### src/verilog/rv_core_cfg.svh
// Core configuration defines

`ifndef RV_CORE_CFG_SVH
`define RV_CORE_CFG_SVH

// *******************************************************************
// Pipeline bubble contents
// *******************************************************************

// PC carried by a bubble.
`define PC_RST 32'h8000_0000

// addi x0, x0, 0.
`define NOP 32'h0000_0013

// *******************************************************************
// Data memory
// *******************************************************************

// Depth in 32-bit words.
`define DMEM_WORDS 256

`endif

### src/verilog/gpr_file.sv
// General purpose register file

module gpr_file (
        input  logic        clk,
        input  logic        rst,
        input  logic        we,
        input  logic [4:0]  waddr,
        input  logic [31:0] wdata,
        input  logic [4:0]  raddr_a,
        input  logic [4:0]  raddr_b,
        output logic [31:0] rdata_a,
        output logic [31:0] rdata_b
);

        // x0 has no storage.
        logic [31:0] regs [1:31];

        // *******************************************************************
        // Write port
        // *******************************************************************

        always_ff @(posedge clk) begin
                if (rst) begin
                        for (int i = 1; i < 32; i++) begin
                                regs[i] <= 32'd0;
                        end
                end else if (we && (waddr != 5'd0)) begin
                        regs[waddr] <= wdata;
                end
        end

        // *******************************************************************
        // Read ports
        // *******************************************************************

        assign rdata_a = (raddr_a == 5'd0) ? 32'd0 : regs[raddr_a];
        assign rdata_b = (raddr_b == 5'd0) ? 32'd0 : regs[raddr_b];

endmodule

### config.mk
export PLATFORM = sky130hd
export DESIGN_NAME = gpr_file
export DESIGN_NICKNAME = d
export VERILOG_FILES = /design/src/verilog/rv_core_cfg.svh /design/src/verilog/gpr_file.sv
export SDC_FILE = /design/constraint.sdc
export NUM_CORES = 2
export LEC_CHECK = 0
export ABC_AREA = 0
export BUFFER_PORTS_ARGS = -buffer_cell sky130_fd_sc_hd__buf_2
export CAP_MARGIN = 20
export CORE_AREA = 5 5 355 357
export DETAILED_ROUTE_END_ITERATION = 16
export DIE_AREA = 0 0 360 362
export MAX_ROUTING_LAYER = met4
export SLEW_MARGIN = 40
export SYNTH_ARGS = -nofsm -noshare
export SYNTH_HDL_FRONTEND = slang
export SYNTH_SLANG_ARGS = --single-unit
### constraint.sdc
create_clock -name clk -period 5.2 [get_ports clk]
set_clock_uncertainty 0.05 [all_clocks]
set_input_delay 0.52 -clock clk [delete_from_list [all_inputs] [get_ports clk]]
set_output_delay 0.52 -clock clk [all_outputs]
set_load 0.02 [all_outputs]
* Word-level counts from Yosys, hierarchy flattened
Memories as Yosys holds them, arrays and structs flattened.
Index checks and enable logic that the tools add are counted.
** Word-level totals
- Register bits :: 0
- Input bits :: 50
- Memories :: 1
- Logic and storage cells :: 16
- Bits in writable memories :: 992
** Memories
- regs :: depth 31, bits a word 32, rd ports 2, clocked after memory_dff 0, wr ports 31, line gpr_file.sv:16 : logic [31:0] regs [1:31];
** Operators by class
- Reductions and logical operators :: 5
- Multiplexer cells :: 10
** Operator list (number)
- $mux W32 :: 3
- $reduce_or A32 Y1 :: 1
- $logic_not A5 Y1 :: 2
- $mux W1 :: 6
- $mux W5 :: 1
- $reduce_bool A5 Y1 :: 1
- $logic_and A1 B1 Y1 :: 1

* Longest topological paths before layout
- Depth in word-level cells :: 7
- Depth in mapped cells :: 9
- Gate-level depth less buffers :: 4

* Worst setup path after synthesis
Ideal clock, no wire load.
- Path kind :: input-to-output
- Start :: input port raddr_b[0]
- End :: output port rdata_b[30]
- Required time :: 4.630 ns
- Setup slack :: 2.130 ns
- Stages on the path :: 6
- Arrival time :: 2.500 ns
- Cells stage by stage :: clkbuf_2 > buf_6 > buf_4 > mux4_2 > mux2i_1 > a2111oi_0
** On the way
- Longest elaborated chain between the ends :: 2
** Ends and longest elaborated chain
- start, declared :: line gpr_file.sv:10 : input logic [4:0] raddr_b,
- $mem_v2 Z31 W32 or $logic_not A5 Y1 (tied branches)
- $mux W32 * :: line gpr_file.sv:37 : assign rdata_b = (raddr_b == 5'd0) ? 32'd0 : regs[raddr_b];
- end, declared :: line gpr_file.sv:12 : output logic [31:0] rdata_b
Mark *: on every way between the ends. The rest lies on a longest branch, timed or not.

* Worst setup path after layout
- Start :: input port raddr_a[2]
- End :: output port rdata_a[23]
** On the way
- Longest elaborated chain between the ends :: 2
** Ends and longest elaborated chain
- start, declared :: line gpr_file.sv:9 : input logic [4:0] raddr_a,
- $mem_v2 Z31 W32 or $logic_not A5 Y1 (tied branches)
- $mux W32 * :: line gpr_file.sv:36 : assign rdata_a = (raddr_a == 5'd0) ? 32'd0 : regs[raddr_a];
- end, declared :: line gpr_file.sv:11 : output logic [31:0] rdata_a,
Marked as above.

==> results.txt <==
----------------------------------------------------
[Outcome]
  Result of the run ... completed

[Place]
  Final HPWL from detailed placement ... roughly 120000 microns
  Number of placed instances, taps included ... 5307
  Port Buffer Count ... roughly 110
  Gpl congestion ... 0.8796

[Global routing]
  Overall global routing resource usage ... roughly 30%
  Overflow left after global routing ... 0
  Number of antenna violations at the first check in global routing ... 19
  First-pass GRT wire length ... 267000 microns
  Maximum number of pins on one net before global-route repair ... between 80 and 90
  Vias in the first global route ... roughly 35000

[Timing]
  Headroom to the max-slew limit ... around a third
  Setup TNS ... 0 ps
  Setup repair after global routing missed its margin ... false
  Number of hold violations in the final report ... 0
  Fmax ... roughly 240 MHz
  Crit share post-route ... about four fifths
  Final setup violating endpoints ... 0
  Shortest clock period the worst path allows after layout ... between 4000 and 5000 ps
  Max Transition Viols Final ... 0
  Worst-Margin Slew ... between 900 and 1000 ps

[Clock tree]
  Quantity of gates resized following cts ... 0
  Clock tree from TritonCTS ... yes
  Clock slew at the register clock pins of the worst setup and hold paths ... around 60 ps
  Longest Clk Path Bufs ... 3
  Post-CTS Setup Repair Bufs ... 0
  Clock root buffer ... sky130_fd_sc_hd__clkbuf_16
  Count of H-tree levels built during CTS ... 3
  Number of sinks driven by the clock tree ... 1024
  Number of buffers inserted during clock tree synthesis ... 110
  Number of buffers inserted for hold repair after clock tree synthesis ... 0

[Logic synthesis]
  Count leader, synth ... sky130_fd_sc_hd__edfxtp_1
  Count of distinct cell types in the synthesized netlist ... 44
  Number of standard cells after synthesis ... roughly 3800
  Number of enable-type register cells in the synthesized netlist ... 1024
  Sequential-to-total area share from yosys stat ... ~56%
  YS warnings ... 0
  Share of the synthesized area in the top cell type ... 56.29%
  Most frequently used flop master after synthesis ... sky130_fd_sc_hd__edfxtp_1
  Largest area contributor in the synthesized netlist ... sky130_fd_sc_hd__edfxtp_1
  Leading post-synthesis cells by instance count ... 1024 x sky130_fd_sc_hd__edfxtp_1, 995 x sky130_fd_sc_hd__and2_1, 356 x sky130_fd_sc_hd__mux4_2
  FF+latch count, synth ... 1024
  Area of the mapped netlist ... ~0.055 sq mm
  Mean cell area of the mapped netlist ... around 15 sq um
  Cell types with the largest area share after synthesis ... sky130_fd_sc_hd__edfxtp_1 56%, sky130_fd_sc_hd__mux4_2 15%, sky130_fd_sc_hd__and2_1 11%
  Post-synth ARST share ... 0%

[Finish]
  Number of flip-flops in the largest register ... between 1000 and 1500
  Reg with most FFs ... regs
  Non-filler cells, final ... roughly 5500
  Fraction of final layout cells with drive strength greater than 1 ... between 20% and 30%
  Final layout net count ... about 3800
  FILL cells ... slightly above 10000
  Largest registers ... regs (1024)
  Area growth from synthesis to final layout ... 11.95%
  Utilization of the core after routing ... 49.86%

[Hold path]
  Worst hold stages ... 1
  Hold-critical path endpoint ... regs[0][28]
  Startpoint of the tightest hold check path ... wdata[28]
  Path class of the lowest-slack min-delay path ... in2reg

[Detailed routing]
  Initial DRC count ... 4734
  DRT antenna net count ... 0
  Total via count after detailed routing ... 35390
  Average routed wire per standard cell ... about 34 microns
  Vias/cell ... approximately 6.4
  Final Routed Wirelength ... ~190000 microns
  DRC viols ... 0
  DR pass1 iterations ... 7

[Flow run]
  Max-Cap Viols ... 0

[Setup path]
  Highest cell delay on the worst timing path ... approximately 830 ps
  Crit-path leading delay family ... buffers and inverters
  Data arrival time of the critical path ... around 3600 ps
  Cell-by-cell listing of the critical path ... buf_8, buf_12, mux4_2, mux2_2, o21ai_0, nor4_1, buf_2
  Max Fanout on Critical Path ... just over 80
  CP Capture Type ... output port
  Critical-path cell with the highest stage delay ... sky130_fd_sc_hd__nor4_1
  Launching element type of the critical path ... input pin
  Worst path bufs/invs ... 3
  Data required, critical path ... 4630 ps
  Category of the most critical setup path ... in2out

[Power]
  Worst-case vdd ir drop ... 284.3 uV
  Pleak ... roughly 22 nW
  Cell area power density ... roughly 330 mW/mm^2

[Die]
  Overall die height ... about 360 microns
  Initial standard-cell utilization of the core ... around 45%
  Area of the placeable core ... about 0.12 sq mm
  Overall die area ... around 0.13 sq mm
  Row count ... between 100 and 150
  Count of boundary I/O pins ... about 110
  Die Width ... approximately 360 microns

----------------------------------------------------
[power breakdown]
group	internal [W]	switching, W
sequential	0.00954	0.000251
clock	0.00467	0.00340
combinational	0.000972	0.00153
total	0.0152	0.00518
[layout make-up]
type,count,area [sq um],share of cell area (%)
clock inverters,68,685.7,1.121
multi-input cells,2364,22460,36.72
flip-flops and latches,1024,30750,50.28
well taps,1637,2048,3.349
repair buffers,282,2240,3.662
clock buffers,136,2935,4.800
inverters,1,3.754,0.006137
diodes,16,40.04,0.06547
[routing by layer]
metal  up-vias  GRT usage (%)  routed length [microns]
li1      14470              -                        -
met1     18480          39.14                    75890
met2      2041          45.11                    87350
met3       405          6.249                    18470
met4         0          11.07                     8698
met5         -              -                        0
[cell usage in the layout (no fill, tap or decap), drive strengths merged, types with 55 or more instances in the layout]
| master | Yosys | routed |
|---|---|---|
| mux4 | 356 | 356 |
| buf | 104 | 282 |
| mux2i | 322 | 322 |
| a22oi | 104 | 104 |
| a2111oi | 55 | 55 |
| edfxtp | 1024 | 1024 |
| nor2b | 56 | 56 |
| a21oi | 56 | 56 |
| clkbuf | 303 | 136 |
| and2 | 995 | 995 |
[through the flow]
stage / power (W) / cell area (sq um) / hold WS, ps / worst slack (ps)
after floorplan: 0.01136 / 54750 / 568.9 / 2130
after global placement: 0.01239 / 57350 / 984.9 / 1090
after detailed placement: 0.01242 / 57460 / 991.3 / 1248
after CTS: 0.02036 / 61080 / 208.3 / 1248
after global routing: 0.02086 / 61140 / 228.8 / 1153
final: 0.02036 / 61160 / 260.0 / 1068
[kinds of logic after synthesis]
logic type,after synthesis,synth area share [%]
AND/OR/NAND/NOR,1213,13.70
flip-flops,1024,56.29
multiplexers,712,21.28
buffers and inverters,408,3.339
AO/OA/AOI/OAI,407,5.391
other,1,0.006864
[worst max path at each step]
stage,cells past startpoint,start,endpoint
2_1_floorplan,6,raddr_b[0],rdata_b[30]
3_3_place_gp,7,raddr_a[2],rdata_a[31]
3_5_place_dp,8,raddr_b[0],rdata_b[14]
4_1_cts,8,raddr_b[0],rdata_b[14]
5_1_grt,9,raddr_b[0],rdata_b[3]
6_report,7,raddr_a[2],rdata_a[23]
Note: power is estimated with default switching activity, not from simulation.
