### src/verilog/rv_core_cfg.svh
// Core configuration defines

`ifndef RV_CORE_CFG_SVH
`define RV_CORE_CFG_SVH

// *******************************************************************
// Pipeline bubble contents
// *******************************************************************

// PC carried by a bubble.
`define PC_RST 32'h8000_0000

// addi x0, x0, 0.
`define NOP 32'h0000_0013

// *******************************************************************
// Data memory
// *******************************************************************

// Depth in 32-bit words.
`define DMEM_WORDS 256

`endif

### src/verilog/rv_core_pkg.sv
// RV32I core shared types

package rv_core_pkg;

        // Load/store width and signedness, same encoding as funct3.
        typedef enum logic [2:0] {
                MEM_B  = 3'b000,
                MEM_H  = 3'b001,
                MEM_W  = 3'b010,
                MEM_BU = 3'b100,
                MEM_HU = 3'b101
        } mem_size_t;

        // *******************************************************************
        // Stage register payloads
        // *******************************************************************

        typedef struct packed {
                logic        op_valid;
                logic [31:0] pc;
                logic [31:0] inst;
                logic [31:0] alu_out;
                logic [31:0] store_data;
                logic        mem_read;
                logic        mem_write;
                mem_size_t   mem_size;
                logic        write_gpr;
                logic [4:0]  rd;
                logic        halt;
        } ex_mem_t;

        typedef struct packed {
                logic        op_valid;
                logic [31:0] pc;
                logic [31:0] inst;
                logic [31:0] alu_out;
                logic [31:0] rdata;
                logic        write_gpr;
                logic        mem_to_reg;
                logic [4:0]  rd;
                logic        halt;
        } mem_wb_t;

endpackage

### src/verilog/writeback_stage.sv
// Writeback stage

module writeback_stage (
        input  logic                 stall,
        input  rv_core_pkg::mem_wb_t mem_wb,
        output logic                 wb_we,
        output logic [4:0]           wb_rd,
        output logic [31:0]          wb_data,
        output logic                 commit,
        output logic [31:0]          commit_pc,
        output logic [31:0]          commit_inst,
        output logic                 halt
);

        // *******************************************************************
        // Result selection
        // *******************************************************************

        assign wb_data = mem_wb.mem_to_reg ? mem_wb.rdata : mem_wb.alu_out;
        assign wb_rd   = mem_wb.rd;

        // *******************************************************************
        // Commit
        // *******************************************************************

        // Nothing retires while the pipe is frozen, so a held
        // instruction commits once, on the cycle after the stall ends.
        assign commit      = mem_wb.op_valid && !stall;
        assign commit_pc   = mem_wb.pc;
        assign commit_inst = mem_wb.inst;

        assign wb_we = commit && mem_wb.write_gpr;

        // Halt only with the instruction that carries it
        assign halt = commit && mem_wb.halt;

endmodule
### config.mk
export PLATFORM = sky130hd
export DESIGN_NAME = writeback_stage
export DESIGN_NICKNAME = d
export VERILOG_FILES = /design/src/verilog/rv_core_cfg.svh /design/src/verilog/rv_core_pkg.sv /design/src/verilog/writeback_stage.sv
export SDC_FILE = /design/constraint.sdc
export NUM_CORES = 1
export LEC_CHECK = 0
export BUFFER_PORTS_ARGS = -buffer_cell sky130_fd_sc_hd__buf_4
export CAP_MARGIN = 20
export CORE_AREA = 8 8 89 91
export DETAILED_ROUTE_END_ITERATION = 12
export DIE_AREA = 0 0 97 99
export PLACE_DENSITY = 0.75
export SETUP_SLACK_MARGIN = 0.2
export SLEW_MARGIN = 30
export SYNTH_ARGS = -nofsm -noshare
export SYNTH_HDL_FRONTEND = slang
export SYNTH_SLANG_ARGS = --single-unit
### constraint.sdc
create_clock -name vclk -period 0.8
set_input_delay 0 -clock vclk [all_inputs]
set_output_delay 0 -clock vclk [all_outputs]
set_load 0.05 [all_outputs]
Yosys cells after proc, flatten, opt, wreduce, memory -nomap -nowiden
Cells that the tools add are included.
{"block": "totals", "wordCells": 5, "register_bits": 0}
{"block": "op_classes", "n_mux": 1, "reduce_logical": 4}
{"cell": "$mux 32", "n": 1}
{"cell": "$logic_and 1x1->1", "n": 3}
{"cell": "$logic_not 1->1", "n": 1}

Depth between registers and ports, before layout
Gate-level depths: netlist of run 1.
{"block": "depth", "word_depth": 3, "mapped_depth": 3, "ltp_nobuf": 1}

Worst setup path before layout of run 1
Ideal clock, no wire load.
{"block": "synth_timing", "path_kind": "input -> output", "startpoint": "input mem_wb[136] (netlist name)", "endpoint": "output commit", "slack_ps": 93, "required_time_ps": 800, "path_stages": 1, "t_arrival_ps": 707, "path_buffers": 0, "path_cell_list": "nor2b_1"}
{"block": "synth_via", "elab_chain_cells": 1}
{"element": "start, declared", "line_no": "writeback_stage.sv:5", "rtl": "input rv_core_pkg::mem_wb_t mem_wb,"}
{"element": "$logic_and 1x1->1", "line_no": "writeback_stage.sv:28", "rtl": "assign commit = mem_wb.op_valid && !stall;"}
{"element": "end, declared", "line_no": "writeback_stage.sv:9", "rtl": "output logic commit,"}
No other way between the ends.

Worst setup path after layout of run 1
{"block": "layout_timing", "startpoint": "input mem_wb[6] (netlist name)", "endpoint": "output wb_data[15]"}
{"block": "layout_via", "elab_chain_cells": 1}
{"element": "$mux 32", "line_no": "writeback_stage.sv:19", "rtl": "assign wb_data = mem_wb.mem_to_reg ? mem_wb.rdata : mem_wb.alu_out;"}
{"element": "end, declared", "line_no": "writeback_stage.sv:8", "rtl": "output logic [31:0] wb_data,"}
No other way between the ends.

==> impl_metrics.json, run 1 <==
{
  "run_status": "finished clean",
  "core_occupancy_in_the_finished_layout_pct": 25.6,
  "detail_route.wirelength_mm": 4.17,
  "yosys_warnings": 0,
  "worst_ep_arrival_time_ns": 0.75,
  "antenna_violating_nets_post_route": 0,
  "nClkBuffers": 0,
  "layout_min_cycle_time_ns": 0.754,
  "wire_length_of_the_first_global_routing_pass_mm": 5.92,
  "initialDrtViolationCount": 5,
  "grt_max_degree": 10,
  "detail_route.wl_per_cell_um": 18.5,
  "die-height_um": 99,
  "max_freq_ghz": 1.33,
  "top_level_ports": 242,
  "cellPowerDensity_nw_per_um2": 865,
  "gp_routability_congestion": 0.710,
  "cp_num_buf_inv": 3,
  "count_of_sequential_standard_cells": 0,
  "rsz0062_at_grt": "yes",
  "worst-setup-path-type": "in2out",
  "minimum_setup_slack_after_placement_ns": -0.0392,
  "hold_path_class": "in2out",
  "ff_latch_area_um2": 0,
  "critical-path-max-stage-delay_ns": 0.29,
  "critical_path_required_ns": 0.80,
  "report.final.slew_viol_count": 0,
  "syn-mean-instance-area_um2": 10.1,
  "timing.setup.tns_ns": 0,
  "cellLeakagePower_nw": 0.896,
  "cap_viol_max_count": 0,
  "area_delta_synth_final_pct": 54.6,
  "seq_area_frac_synth_pct": 0,
  "start_kind": "input pin",
  "die_x_um": 97,
  "grt_pass1_vias": 975,
  "starting_density_of_the_core_pct": 16.5,
  "crit_path_end_kind": "output port",
  "design.die.area_um2": 9600,
  "crit_start": "mem_wb[6]",
  "worst_path_max_delay_cell": "sky130_fd_sc_hd__mux2_4",
  "final_hold_viol_count": 0,
  "timing.critical_path.fanout_max": 7,
  "detail_route.first_pass.iterations": 3,
  "via_count": 833,
  "core_um2": 6570,
  "initial_antenna_violation_count": 0,
  "fraction_of_layout_instances_using_a_drive_strength_above_1_pct": 98.6,
  "mappedNetlistNets": 246,
  "placement.io_buffers": 104,
  "fp-row-count": 30,
  "drc_errors": 0,
  "max-vdd-ir-drop_uv": 391,
  "diodes": 0,
  "maxSlewHeadroom_pct": 90.1,
  "gr_usage_total_pct": 7.52,
  "postLayoutSetupSlackWorst_ns": 0.0462,
  "timing_worst_slew_pin_value_ns": 0.150,
  "setup_viol": 0,
  "path_cells": "buf_16, clkbuf_16, mux2_4, buf_6",
  "gr-total-overflow": 0,
  "worst_path_dominant_cell_family": "buffers and inverters",
  "syn-instance-count": 108,
  "hold_path.startpoint": "mem_wb[133]",
  "route.detailed.vias_per_inst": 3.70,
  "synth.distinct_cells": 7,
  "synthesis.area_um2": 1090,
  "final.hold.worst_slack_ns": 0.0000167,
  "nNetsFinal": 285,
  "detailedPlacementHpwl_mm": 3.38,
  "fin_crit_sh_pct": 94.2
}
-- synthesized netlist by cell type --
master / instances / share of area [%]
sky130_fd_sc_hd__mux2_2: 2 / 2.1
sky130_fd_sc_hd__buf_4: 69 / 48
sky130_fd_sc_hd__and3b_1: 2 / 1.6
sky130_fd_sc_hd__buf_6: 1 / 1.0
sky130_fd_sc_hd__nor2b_1: 1 / 0.58
sky130_fd_sc_hd__buf_12: 3 / 5.5
sky130_fd_sc_hd__mux2_4: 30 / 41
-- metrics by stage --
stage                     total power, mW  std cells  instance area [um^2]
after floorplan                      1.73        108                  1100
after detailed placement             1.27        221                  1420
after CTS                            1.45        224                  1650
final                                1.45        225                  1680
after global routing                 1.51        225                  1680
after global placement               1.26        221                  1420
-- cell type report --
cell class | instances | area, um^2
well taps | 80 | 100
multi-input cells | 35 | 503
repair buffers | 110 | 1080
fillers | 683 | 4890
-- logic make-up (layout without fill, tap and decap cells) --
kind of cell	count (synthesis)	after routing	synth area share [%]
buffers and inverters	73	110	54.3
muxes	32	32	43.5
and+or+nand+nor	3	3	2.19
-- per-layer routing --
layer  part of all wire, %  GRT usage [%]
met5                     0              0
met4                   5.5           4.62
met3                    10           2.31
met2                    54           14.2
met1                    30           6.88
-- repair_timing --
action                                  CTS  global route
hold endpoints to repair                  0             0
endpoints found under the setup margin   32            32
gates resized for setup                  42             0
hold buffers                              0             0
buffers inserted                          0             0
pin swaps                                 0             0
cloned                                    3             1
-- final timing paths --
check | endpoint | slack (ns) | cells past startpoint
setup / recovery | wb_data[15] | 0.05 | 4
hold / removal | commit_pc[29] | 0.00002 | 0
-- cells in the final DEF (no fill, tap or decap), drive strengths merged --
master	count
buf	109
mux2	32
and3b	2
nor2b	1
clkbuf	1
-- power by group --
part	internal, mW	switching (mW)	total (mW)	leakage, nW
Sequential	0	0	0	0
Combinational	0.735	0.717	1.45	0.896
Clock	0	0	0	0
Total	0.735	0.717	1.45	0.896
Power figures use the tool's default switching activity.
==> inputs of run 2 (changes only) <==
CAP_MARGIN = 0   (was 20)
PLACE_DENSITY = unset   (was 0.75)
==> run 2 against run 1 <==
Effect of this change: utilization is 0.86 points lower; fmax up 2.1%; non-clock buffer count shrank 1; combinational power is 3% lower; via count shrank 1.8%; setup slack improved by 0.016 ns; cell area is 3.4% lower; critical path depth is the same; die area stayed put; wire length fell by 11%; global-route usage down 0.92 points; clock-buffer cell count stayed put; critical path type unchanged; critical endpoint is now wb_data[16]; largest cell class unchanged; largest power group unchanged.
==> impl_metrics.json, run 2 (synthesis results as in run 1) <==
{
  "drc_errors": 0,
  "detail_route.wl_per_cell_um": 16.6,
  "core_um2": 6570,
  "fillers": 694,
  "die-height_um": 99,
  "top_level_ports": 242,
  "grt_max_degree": 9,
  "cap_viol_max_count": 0,
  "gr_usage_total_pct": 6.60,
  "gr-total-overflow": 0,
  "core_occupancy_in_the_finished_layout_pct": 24.7,
  "hold_path_class": "in2out",
  "cp_num_buf_inv": 3,
  "maxSlewHeadroom_pct": 90.0,
  "ff_latch_area_um2": 0,
  "final.hold.worst_slack_ns": 0.0000167,
  "hold_path.startpoint": "mem_wb[95]",
  "timing_worst_slew_pin_value_ns": 0.151,
  "layout.cells.most_common": "sky130_fd_sc_hd__buf_4",
  "crit_path_end_kind": "output port",
  "detail_route.wirelength_mm": 3.73,
  "grt_met1_usage_pct": 5.95,
  "gp_routability_congestion": 0.692,
  "rsz0062_at_grt": "yes",
  "design.die.area_um2": 9600,
  "fraction_of_layout_instances_using_a_drive_strength_above_1_pct": 98.6,
  "layout_min_cycle_time_ns": 0.738,
  "start_kind": "input pin",
  "cellPowerDensity_nw_per_um2": 870,
  "area_delta_synth_final_pct": 49.4,
  "fin_crit_sh_pct": 92.3,
  "timing.critical_path.fanout_max": 7,
  "starting_density_of_the_core_pct": 16.5,
  "critical_path_required_ns": 0.80,
  "setup_viol": 0,
  "diodes": 0,
  "globalRoute.busiestLayer": "met2",
  "placement.io_buffers": 104,
  "global_route.usage.met3_pct": 3.01,
  "max_freq_ghz": 1.36,
  "initialDrtViolationCount": 5,
  "worst_path_dominant_cell_family": "buffers and inverters",
  "critical-path-max-stage-delay_ns": 0.31,
  "nClkBuffers": 0,
  "nNetsFinal": 284,
  "route.detailed.vias_per_inst": 3.65,
  "path_cells": "buf_12, buf_12, mux2_4, buf_6",
  "cp_common_cell": "sky130_fd_sc_hd__buf_12",
  "via_count": 818,
  "worst-setup-path-type": "in2out",
  "multi_input_combinational_cell_area_um2": 503,
  "max-vdd-ir-drop_uv": 527,
  "grt_pass1_vias": 918,
  "worst_hold_path.endpoint": "commit_inst[23]",
  "initial_antenna_violation_count": 0,
  "fp-row-count": 30,
  "report.final.slew_viol_count": 0,
  "grt_util_met2_pct": 12.3,
  "most_frequent_cells_in_the_layout": "sky130_fd_sc_hd__buf_4, sky130_fd_sc_hd__mux2_4, sky130_fd_sc_hd__buf_6",
  "detail_route.first_pass.iterations": 2,
  "final_hold_viol_count": 0,
  "wire_length_of_the_first_global_routing_pass_mm": 5.26,
  "worstHoldPathCells": 0,
  "count_of_sequential_standard_cells": 0,
  "antenna_violating_nets_post_route": 0,
  "die_x_um": 97,
  "run_status": "finished clean",
  "worst_path_max_delay_cell": "sky130_fd_sc_hd__mux2_4",
  "worst_ep_arrival_time_ns": 0.74,
  "cellLeakagePower_nw": 0.872
}
## run 2: cell count changes in the layout (fill, tap and decap cells not counted)
cell | before | now
sky130_fd_sc_hd__buf_16 | 4 | 2
sky130_fd_sc_hd__buf_12 | 2 | 3
sky130_fd_sc_hd__buf_4 | 71 | 72
sky130_fd_sc_hd__buf_6 | 30 | 31
sky130_fd_sc_hd__buf_8 | 2 | 1
sky130_fd_sc_hd__clkbuf_16 | 1 | 0
## run 2: repair_timing
action | CTS | global route
cloned | 2 | 0
hold buffers | 0 | 0
gates resized for setup | 39 | 0
endpoints found under the setup margin | 32 | 32
buffers inserted | 1 | 0
## run 2: cell type report
| type | instances | area share, % |
|---|---|---|
| multi-input cells | 35 | 31.0 |
| well taps | 80 | 6.17 |
| repair buffers | 109 | 62.8 |
## run 2: worst max-delay path by stage
stage / to / depth (start not counted) / start
after detailed placement: wb_data[5] / 4 / mem_wb[6]
after global routing: wb_data[30] / 4 / mem_wb[6]
after CTS: wb_data[20] / 4 / mem_wb[6]
after global placement: wb_data[25] / 4 / mem_wb[6]
after floorplan: wb_data[0] / 3 / mem_wb[6]
final: wb_data[16] / 4 / mem_wb[6]
## run 2: per-layer routing
layer	part of all wire, %	wire length [um]
met3	12	439
met2	52	1930
met4	4.3	159
met1	32	1190
met5	0	0
## run 2: metrics by stage
step / setup slack, ns / std cells / TNS (ns) / cell area (um^2) / power, mW
floorplan: 0.168 / 108 / 0 / 1100 / 1.73
global placement: -0.0296 / 221 / -0.439 / 1420 / 1.26
detailed placement: -0.0375 / 221 / -0.718 / 1420 / 1.27
CTS: 0.0459 / 224 / 0 / 1620 / 1.43
global route: 0.0434 / 224 / 0 / 1620 / 1.46
finish: 0.0620 / 224 / 0 / 1620 / 1.41
## run 2: where the power goes
| part | internal, mW | leakage, nW | switching [mW] | total (mW) |
|---|---|---|---|---|
| clock network | 0 | 0 | 0 | 0 |
| registers | 0 | 0 | 0 | 0 |
| logic | 0.707 | 0.872 | 0.706 | 1.41 |
| total | 0.707 | 0.872 | 0.706 | 1.41 |
