--- src/verilog/rv_core_cfg.svh ---
// Core configuration defines

`ifndef RV_CORE_CFG_SVH
`define RV_CORE_CFG_SVH

// *******************************************************************
// Pipeline bubble contents
// *******************************************************************

// PC carried by a bubble.
`define PC_RST 32'h8000_0000

// addi x0, x0, 0.
`define NOP 32'h0000_0013

// *******************************************************************
// Data memory
// *******************************************************************

// Depth in 32-bit words.
`define DMEM_WORDS 256

`endif

--- src/verilog/pipe_seg_reg.sv ---
// Pipeline segment register

module pipe_seg_reg #(
        parameter type      payload_t = logic [31:0],
        parameter payload_t bubble    = '0
) (
        input  logic     clk,
        input  logic     rst,
        input  logic     stall,
        input  logic     flush,
        input  payload_t d,
        output payload_t q
);

        // *******************************************************************
        // Segment update
        // *******************************************************************

        // A stall wins over a flush, so a flushed stage survives
        // until the stall is released.
        always_ff @(posedge clk) begin
                if (rst || (flush && !stall)) begin
                        q <= bubble;
                end else if (!stall) begin
                        q <= d;
                end
        end

endmodule

--- config.mk ---
export PLATFORM = sky130hd
export DESIGN_NAME = pipe_seg_reg
export DESIGN_NICKNAME = d
export VERILOG_FILES = /design/src/verilog/rv_core_cfg.svh /design/src/verilog/pipe_seg_reg.sv
export SDC_FILE = /design/constraint.sdc
export NUM_CORES = 1
export LEC_CHECK = 0
export ABC_AREA = 1
export BUFFER_PORTS_ARGS = -buffer_cell sky130_fd_sc_hd__buf_2
export CAP_MARGIN = 40
export CORE_ASPECT_RATIO = 2
export CORE_UTILIZATION = 50
export DETAILED_ROUTE_END_ITERATION = 8
export GPL_TIMING_DRIVEN = 0
export PLACE_DENSITY = 0.86
export SLEW_MARGIN = 10
export SYNTH_ARGS = -nofsm -noshare
export SYNTH_HDL_FRONTEND = slang
export SYNTH_SLANG_ARGS = --single-unit
--- constraint.sdc ---
create_clock -name clk -period 2.29 [get_ports clk]
set_clock_uncertainty 0.1 [all_clocks]
set_input_delay 0.1145 -clock clk [delete_from_list [all_inputs] [get_ports clk]]
set_output_delay 0.1145 -clock clk [all_outputs]
set_load 0.005 [all_outputs]
; Word level (Yosys, flattened, before mapping)
; Index checks and enable logic that the tools add are counted.
; Widths: inputs -> output; s select.
[classes]
reduce_logical = 3
[op_table]
columns = operator, n
row1 = $logic_and 1x1->1, 1
row2 = $logic_not 1->1, 1
row3 = $logic_or 1x1->1, 1
[word_totals]
regBits = 32
inputBits = 36
word_cells = 4
output_inout_bits = 32

; Depth between registers and ports, before layout
; Gate-level depths: netlist of run 1.
[logic_depth]
ltp_word = 3
depth_mapped = 6
mapped_depth_nobuf = 4

; Worst setup path before layout of run 1
; OpenSTA, ideal clock, no wires.
[synth_timing]
path_type = input to register
start = input stall
end = register q[1] (netlist name)
t_arrival_ns = 0.624
required_ns = 2.074
setup_slack_ns = 1.449
setup_time_ns = 0.116
path_buffers = 2
cell_stages = 6
path_cell_list = clkbuf_8 -> buf_12 -> nand2_1 -> inv_1 -> nor2_1 -> nor2_2
[synth_via]
elab_chain_len = 3
[synth_lines]
columns = item, line_no
row1 = "start, declared", pipe_seg_reg.sv:9  ; input logic stall,
row2 = $logic_not 1->1, n/a
row3 = $logic_and 1x1->1, pipe_seg_reg.sv:22  ; if (rst || (flush && !stall)) begin
row4 = $logic_or 1x1->1, pipe_seg_reg.sv:22
row5 = "end signal, assigned", pipe_seg_reg.sv:23  ; q <= bubble;
row6 = "end, declared", pipe_seg_reg.sv:12  ; output payload_t q
; Parallel ways exist; a longest one is shown, timed or not.
; A chain may end at the register's enable or synchronous reset.

; Worst setup path after layout of run 1
[layout_timing]
start = register q[22] (netlist name)
end = output q[22] (netlist name)
; No word-level cell between the ends.

==> results.rst, run 1 <==
.. list-table::
   :header-rows: 1

   * - Metric
     - Value
   * - Total DRC errors in the routed layout
     - 0
   * - Final RePlAce weighted congestion
     - 0.7571
   * - Endpoint type of the worst setup path
     - output pin
   * - Clock-pin slew reported for the worst setup and hold paths after clock tree synthesis
     - about 60 ps
   * - Leading cell type by number of instances after synthesis
     - sky130_fd_sc_hd__nor2_1
   * - Peak Freq
     - around 1.1 GHz
   * - Largest delay share family, worst path
     - flip-flops
   * - Count of flip-flops with a built-in enable after synthesis
     - 0
   * - Fraction of layout cells with a size suffix above 1
     - about 28%
   * - Top register by number of flip-flops
     - q
   * - Max clock buf depth
     - 2
   * - Largest register FFs
     - 32
   * - Starting density of the core
     - a little over half
   * - Final routed wirelength across all metal layers
     - 2.946 mm
   * - Half-perimeter wire length of the detailed placement result
     - 2.193 mm
   * - Latest clock arrival within the worst-skew pair
     - 270 ps
   * - Count of clock tree sinks
     - 32
   * - Overall overflow remaining after global route
     - 0
   * - Slew at the pin with the worst max-slew slack
     - approximately 200 ps
   * - Vertical die dimension
     - ~80 um
   * - Leakage power total
     - 1.366 nW
   * - Part of the cycle the worst path needs
     - between 40% and 50%
   * - Cts bufs inserted
     - 5
   * - Maximum number of pins on one net before global-route repair
     - 11
   * - Vias in the first global route
     - 1261
   * - Routed vias/inst
     - around 4.2
   * - Critical-path cell with the highest stage delay
     - sky130_fd_sc_hd__dfxtp_1
   * - Max-capacitance violation count
     - 0
   * - First drt pass iteration count
     - 4
   * - Synth unique cells
     - 10
   * - Slowest Stage Delay on Critical Path
     - between 300 and 400 ps
   * - Proportion of register bits with asynchronous set or reset after synthesis
     - 0%
   * - Type of the worst setup path
     - reg2out
   * - Areal power density over the cells
     - 619.8 mW/mm2
   * - Core box area
     - ~0.0028 mm2
   * - Hold Buf Count CTS
     - 0
   * - Post-Route Setup TNS
     - 0 ps
   * - Proportion of netlist area held by the largest area contributor
     - between 40% and 50%
   * - Cell type with the largest total area after synthesis
     - sky130_fd_sc_hd__dfxtp_1
   * - Yosys warnings
     - 0
   * - Deepest level of the CTS H-tree
     - 2
   * - Type of element launching the critical path
     - flop
   * - Diodes inserted
     - 0
   * - Number of design-rule violations left by the first detailed-router iteration
     - 18
   * - Sequential cell area in the final layout
     - about 640 um2
   * - Critical Path RT
     - between 2000 and 2500 ps
   * - Run status
     - complete, no violations
   * - Dominant register cell in the synthesized netlist
     - sky130_fd_sc_hd__dfxtp_1
   * - CP Buf/Inv Count
     - 1
   * - GR Util All Layers
     - a little over a fifth
   * - Combined area of the multi-input logic cells
     - 496.7 um2
   * - Full die area
     - around 0.0032 mm2
   * - Registers with the most flip-flops
     - q: 32 flops
   * - Global Route met1 Usage
     - between 10% and 20%
   * - Count of final hold-check violations
     - 0
   * - Nets
     - around 350
   * - Crit path time final
     - 950.3 ps
   * - Layer with the highest usage after global routing
     - met2
   * - Die Width
     - 40.78 um
   * - Final Hold Slack
     - 37.58 ps
   * - First-pass GRT wire length
     - ~4.7 mm
   * - RSZ-0062 raised after global routing
     - no
   * - Total standard cell area after synthesis
     - between 0.0015 and 0.002 mm2
   * - Met3 Usage GRT
     - under 10%
   * - Resized Gates After CTS
     - 0
   * - Mean instance size in the synthesized netlist
     - 6.373 um2
   * - Number of fill cells in the layout
     - about 270
   * - IO Pins
     - 68
   * - Ranking of synthesized cells by area
     - sky130_fd_sc_hd__dfxtp_1, sky130_fd_sc_hd__nor2_1, sky130_fd_sc_hd__inv_1
   * - Fraction of the yosys area taken by sequential cells
     - between 40% and 50%
   * - Final setup violation count
     - 0
   * - Crit-path cells
     - buf_2
   * - Initial antenna violation count
     - 0
   * - Post-CTS setup repair buffer count
     - 0
   * - Met2 track utilization from global routing
     - between 30 and 40%
   * - Count of nets left with antenna violations after detail routing
     - 0
   * - Headroom to the max-slew limit
     - slightly below 90%
   * - Number of port buffers
     - between 60 and 70
   * - Cell Rows
     - 27
   * - Max-slew violations
     - 0
   * - Synthesis-to-finish area growth
     - 31.11%
   * - Root Driver
     - sky130_fd_sc_hd__clkbuf_8
   * - Mapped Cells
     - 236
   * - TritonCTS clock tree
     - done
   * - Arrival time of the worst setup path
     - 740 ps
   * - Number of synthesized register bits
     - 32
   * - Total number of vias
     - 1427
   * - Drt wl/cell
     - between 8 and 9 um
   * - Commonest cells in the netlist
     - sky130_fd_sc_hd__nor2_1, sky130_fd_sc_hd__inv_1, sky130_fd_sc_hd__dfxtp_1, sky130_fd_sc_hd__nand2_1
   * - Largest vdd supply drop
     - roughly 520 uV
   * - Largest driver fanout on the critical path
     - 2
   * - Post-synth net total
     - roughly 270
   * - Hold Path Class
     - in2reg
metrics by stage:
step	total power [mW]	util [%]	setup slack [ps]	cells	cell area [um2]
finish	1.222	70.33	1340	339	1972
global route	1.295	70.33	1298	339	1972
CTS	1.239	70.33	1331	339	1972
detailed placement	0.7836	66.89	1281	332	1876
global placement	0.7797	66.89	1281	332	1876
floorplan	0.7117	-	1449	236	1504
placed cells by master, fill, tap and decap left out:
cell type / instances
sky130_fd_sc_hd__clkbuf_8: 8
sky130_fd_sc_hd__buf_2: 70
sky130_fd_sc_hd__dfxtp_1: 32
sky130_fd_sc_hd__buf_12: 3
sky130_fd_sc_hd__nor2_1: 94
sky130_fd_sc_hd__buf_6: 3
sky130_fd_sc_hd__inv_1: 65
sky130_fd_sc_hd__nor2_2: 2
sky130_fd_sc_hd__o21bai_2: 1
sky130_fd_sc_hd__nand2_1: 32
path summary, 6_finish.rpt:
check                            from  endpoint  slack [ps]  cells past startpoint
worst min-delay path              rst     q[28]          40                      3
worst min register to register   q[1]      q[1]         440                      4
worst max-delay path            q[22]     q[22]        1340                      1
worst max register to register  q[12]     q[12]        1510                      4
cell families (layout without fill, tap and decap cells):
family | after synthesis | count (layout) | synth area share [%]
flip-flops | 32 | 32 | 42.60
AO/OA/AOI/OAI | 1 | 1 | 0.7487
buffers and inverters | 75 | 149 | 24.38
AND/OR/NAND/NOR | 128 | 128 | 32.28
cell type report:
type                    instances  area share, %
well taps                      29          1.840
flip-flops and latches         32          32.49
repair buffers                 67          17.01
clock buffers                   7          4.886
multi-input cells             129          25.19
plain buffers                  10          6.218
inverters                      65          12.37
report_power, final:
group	switching [mW]	leakage (nW)	internal (mW)	total [mW]
Combinational	0.0874	1.05	0.0870	0.174
Clock	0.185	0.0503	0.267	0.452
Sequential	0.0121	0.262	0.583	0.595
Total	0.285	1.37	0.937	1.22
metal layers:
layer,vias up,wire [um]
met3,4,121
met2,39,1599
li1,782,-
met4,0,63
met5,-,0
met1,602,1161
Note: power is estimated with default switching activity, not from simulation.
==> run 2, diff against run 1 <==
--- a/config.mk
+++ b/config.mk
@@ -9,10 +9,10 @@
 export BUFFER_PORTS_ARGS = -buffer_cell sky130_fd_sc_hd__buf_2
 export CAP_MARGIN = 40
 export CORE_ASPECT_RATIO = 2
-export CORE_UTILIZATION = 50
+export CORE_UTILIZATION = 42
 export DETAILED_ROUTE_END_ITERATION = 8
 export GPL_TIMING_DRIVEN = 0
-export PLACE_DENSITY = 0.86
+export PLACE_DENSITY = 0.78
 export SLEW_MARGIN = 10
 export SYNTH_ARGS = -nofsm -noshare
 export SYNTH_HDL_FRONTEND = slang
==> constraint.sdc (replaced) <==
create_clock -name clk -period 0.8 [get_ports clk]
set_clock_uncertainty 0.1 [all_clocks]
set_input_delay 0.04 -clock clk [delete_from_list [all_inputs] [get_ports clk]]
set_output_delay 0.04 -clock clk [all_outputs]
set_load 0.005 [all_outputs]
==> results.rst, run 2 (synthesis gave the netlist of run 1 again) <==
.. list-table::
   :header-rows: 1

   * - Metric
     - Value
   * - Placed insts
     - 351 (was 332)
   * - Final setup violation count
     - 33 (was 0)
   * - Crit-path cells
     - buf_2 (unchanged)
   * - TritonCTS clock tree
     - done (unchanged)
   * - Areal power density over the cells
     - 1700 mW/mm2 (was 619.8 mW/mm2)
   * - GR Util All Layers
     - 16.23% (was 20.98%)
   * - Count of clock tree sinks
     - 32 (unchanged)
   * - Critical Path RT
     - 660 ps (was 2080 ps)
   * - Run status
     - complete, but fails checks (was complete, no violations)
   * - Most common cell after layout, fill and taps aside
     - sky130_fd_sc_hd__nor2_1 (unchanged)
   * - Count of final hold-check violations
     - 23 (was 0)
   * - Drt wl/cell
     - 8.360 um (was 8.690 um)
   * - Number of fill cells in the layout
     - 335 (was 268)
   * - Final RePlAce weighted congestion
     - 0.6934 (was 0.7571)
   * - Cts bufs inserted
     - 5 (unchanged)
   * - Arrival time of the worst setup path
     - 720 ps (was 740 ps)
   * - Overall overflow remaining after global route
     - 0 (unchanged)
   * - Headroom to the max-slew limit
     - 86.49% (was 86.82%)
   * - Core box area
     - 0.003416 mm2 (was 0.002804 mm2)
   * - Die Width
     - 44.32 um (was 40.78 um)
   * - Synthesis-to-finish area growth
     - 38.77% (was 31.11%)
   * - Nets
     - 346 (unchanged)
   * - Cell Rows
     - 30 (was 27)
   * - Instance area after placement
     - 0.001899 mm2 (was 0.001876 mm2)
   * - Latest clock arrival within the worst-skew pair
     - 280 ps (was 270 ps)
   * - Vias in the first global route
     - 1206 (was 1261)
   * - Slowest Stage Delay on Critical Path
     - 320 ps (was 340 ps)
   * - RSZ-0062 raised after global routing
     - yes (was no)
   * - Maximum number of pins on one net before global-route repair
     - 11 (unchanged)
   * - Type of the worst setup path
     - reg2out (unchanged)
   * - Hold Path Class
     - in2reg (unchanged)
   * - Count of nets left with antenna violations after detail routing
     - 0 (unchanged)
   * - Largest delay share family, worst path
     - flip-flops (unchanged)
   * - Worst setup timing slack at the placement stage
     - -142.3 ps (was 1281 ps)
   * - Routed vias/inst
     - 4.022 (was 4.209)
   * - Final Non-Filler Cells
     - 358 (was 339)
   * - Largest register FFs
     - 32 (unchanged)
   * - Post-Route Setup TNS
     - -1494 ps (was 0 ps)
   * - Post-route worst setup slack
     - -57.59 ps (was 1340 ps)
   * - Crit path time final
     - 857.6 ps
   * - Total number of vias
     - 1440 (was 1427)
   * - Vertical die dimension
     - 86.63 um (was 79.56 um)
   * - Commonest non-fill, non-tap cells in the layout
     - sky130_fd_sc_hd__nor2_1, sky130_fd_sc_hd__buf_2, sky130_fd_sc_hd__inv_1 (unchanged)
   * - Final Hold Slack
     - -44.25 ps (was 37.58 ps)
   * - Clock-pin slew reported for the worst setup and hold paths after clock tree synthesis
     - 60 ps (about the same)
   * - Type of element launching the critical path
     - flop (unchanged)
   * - Endpoint type of the worst setup path
     - output pin (unchanged)
   * - Top register by number of flip-flops
     - q (unchanged)
   * - Deepest level of the CTS H-tree
     - 2 (unchanged)
   * - Root Driver
     - sky130_fd_sc_hd__clkbuf_8 (unchanged)
   * - Peak Freq
     - approximately 1.2 GHz
   * - IO Pins
     - 68 (unchanged)
   * - Diodes inserted
     - 0 (unchanged)
   * - Full die area
     - 0.003839 mm2 (was 0.003244 mm2)
   * - Fraction of layout cells with a size suffix above 1
     - 41.29% (was 28.06%)
   * - Largest driver fanout on the critical path
     - 2 (unchanged)
   * - Registers with the most flip-flops
     - q: 32 flops (unchanged)
   * - Final Total Pwr
     - 3.548 mW (was 1.222 mW)
   * - Final routed wirelength across all metal layers
     - 2.993 mm (was 2.946 mm)
   * - Max-capacitance violation count
     - 0 (unchanged)
   * - Final instance area
     - 0.002087 mm2 (was 0.001972 mm2)
   * - Final core utilization
     - 61.10% (was 70.33%)
   * - First drt pass iteration count
     - 4 (unchanged)
   * - Max-slew violations
     - 0 (unchanged)
   * - Largest vdd supply drop
     - 1503 uV (was 519.9 uV)
   * - Leakage power total
     - 1.382 nW (was 1.366 nW)
   * - Critical-path cell with the highest stage delay
     - sky130_fd_sc_hd__dfxtp_2 (was sky130_fd_sc_hd__dfxtp_1)
   * - Post-CTS setup repair buffer count
     - 0 (unchanged)
   * - Slew at the pin with the worst max-slew slack
     - 202.6 ps (was 197.7 ps)
   * - Initial antenna violation count
     - 0 (unchanged)
   * - Half-perimeter wire length of the detailed placement result
     - 2.221 mm (was 2.193 mm)
   * - Starting density of the core
     - 44.03% (was 53.64%)
   * - Number of design-rule violations left by the first detailed-router iteration
     - 10 (was 18)
   * - CP Buf/Inv Count
     - 1 (unchanged)
   * - Total DRC errors in the routed layout
     - 0 (unchanged)
   * - Number of port buffers
     - 67 (unchanged)
   * - First-pass GRT wire length
     - 4.664 mm (was 4.733 mm)
   * - Max clock buf depth
     - 2 (unchanged)
   * - Part of the cycle the worst path needs
     - 107.2%
   * - Violations in the final reports
     - negative hold slack, negative setup slack
[run 2: cell count changes in the layout (fill, tap and decap cells not counted), moves of 5 or more]
cell	before	now
sky130_fd_sc_hd__nor2_2	2	9
sky130_fd_sc_hd__dfxtp_2	0	32
sky130_fd_sc_hd__buf_6	3	8
sky130_fd_sc_hd__buf_2	70	65
sky130_fd_sc_hd__dfxtp_1	32	0
sky130_fd_sc_hd__nor2_1	94	87
[run 2: per-layer routing]
layer,track usage [%],part of all wire (%),vias to the layer above,wire length [um]
li1,-,-,782,-
met1,16.06,39,614,1154
met2,29.28,55,39,1640
met3,3.750,4.3,5,130
met4,9.091,2.2,0,67
met5,0,0,-,0
[run 2: power by group]
group / switching [mW] / internal [mW]
clock network: 0.536 / 0.765
registers: 0.0376 / 1.68
logic: 0.258 / 0.269
[run 2: worst min-delay path, stage by stage]
cell	delay [ps]
sky130_fd_sc_hd__buf_2	70
sky130_fd_sc_hd__o21bai_2	130
sky130_fd_sc_hd__nor2_1	50
[run 2: final timing paths]
| check | start | end | slack, ps | depth (start not counted) |
|---|---|---|---|---|
| min | rst | q[31] | -40 | 3 |
| max reg2reg | q[26] | q[26] | 0 | 4 |
| max | q[14] | q[14] | -60 | 1 |
| min reg2reg | q[11] | q[11] | 440 | 4 |
[run 2: final cells by class]
class                      instances  area, um2  area share (%)
buffer                            10      122.6           5.875
sequential                        32      680.7           32.61
multi-input combinational        129      516.7           24.76
tap                               48      60.06           2.878
clock buffer                       7      96.34           4.616
timing repair buffer              67      366.6           17.57
inverter                          65      244.0           11.69
[run 2: repair_timing]
action                                  4_1_cts  5_1_grt
endpoints found under the setup margin       32       46
pin swaps                                     0       18
hold endpoints to repair                     32        6
gates resized for setup                      29       17
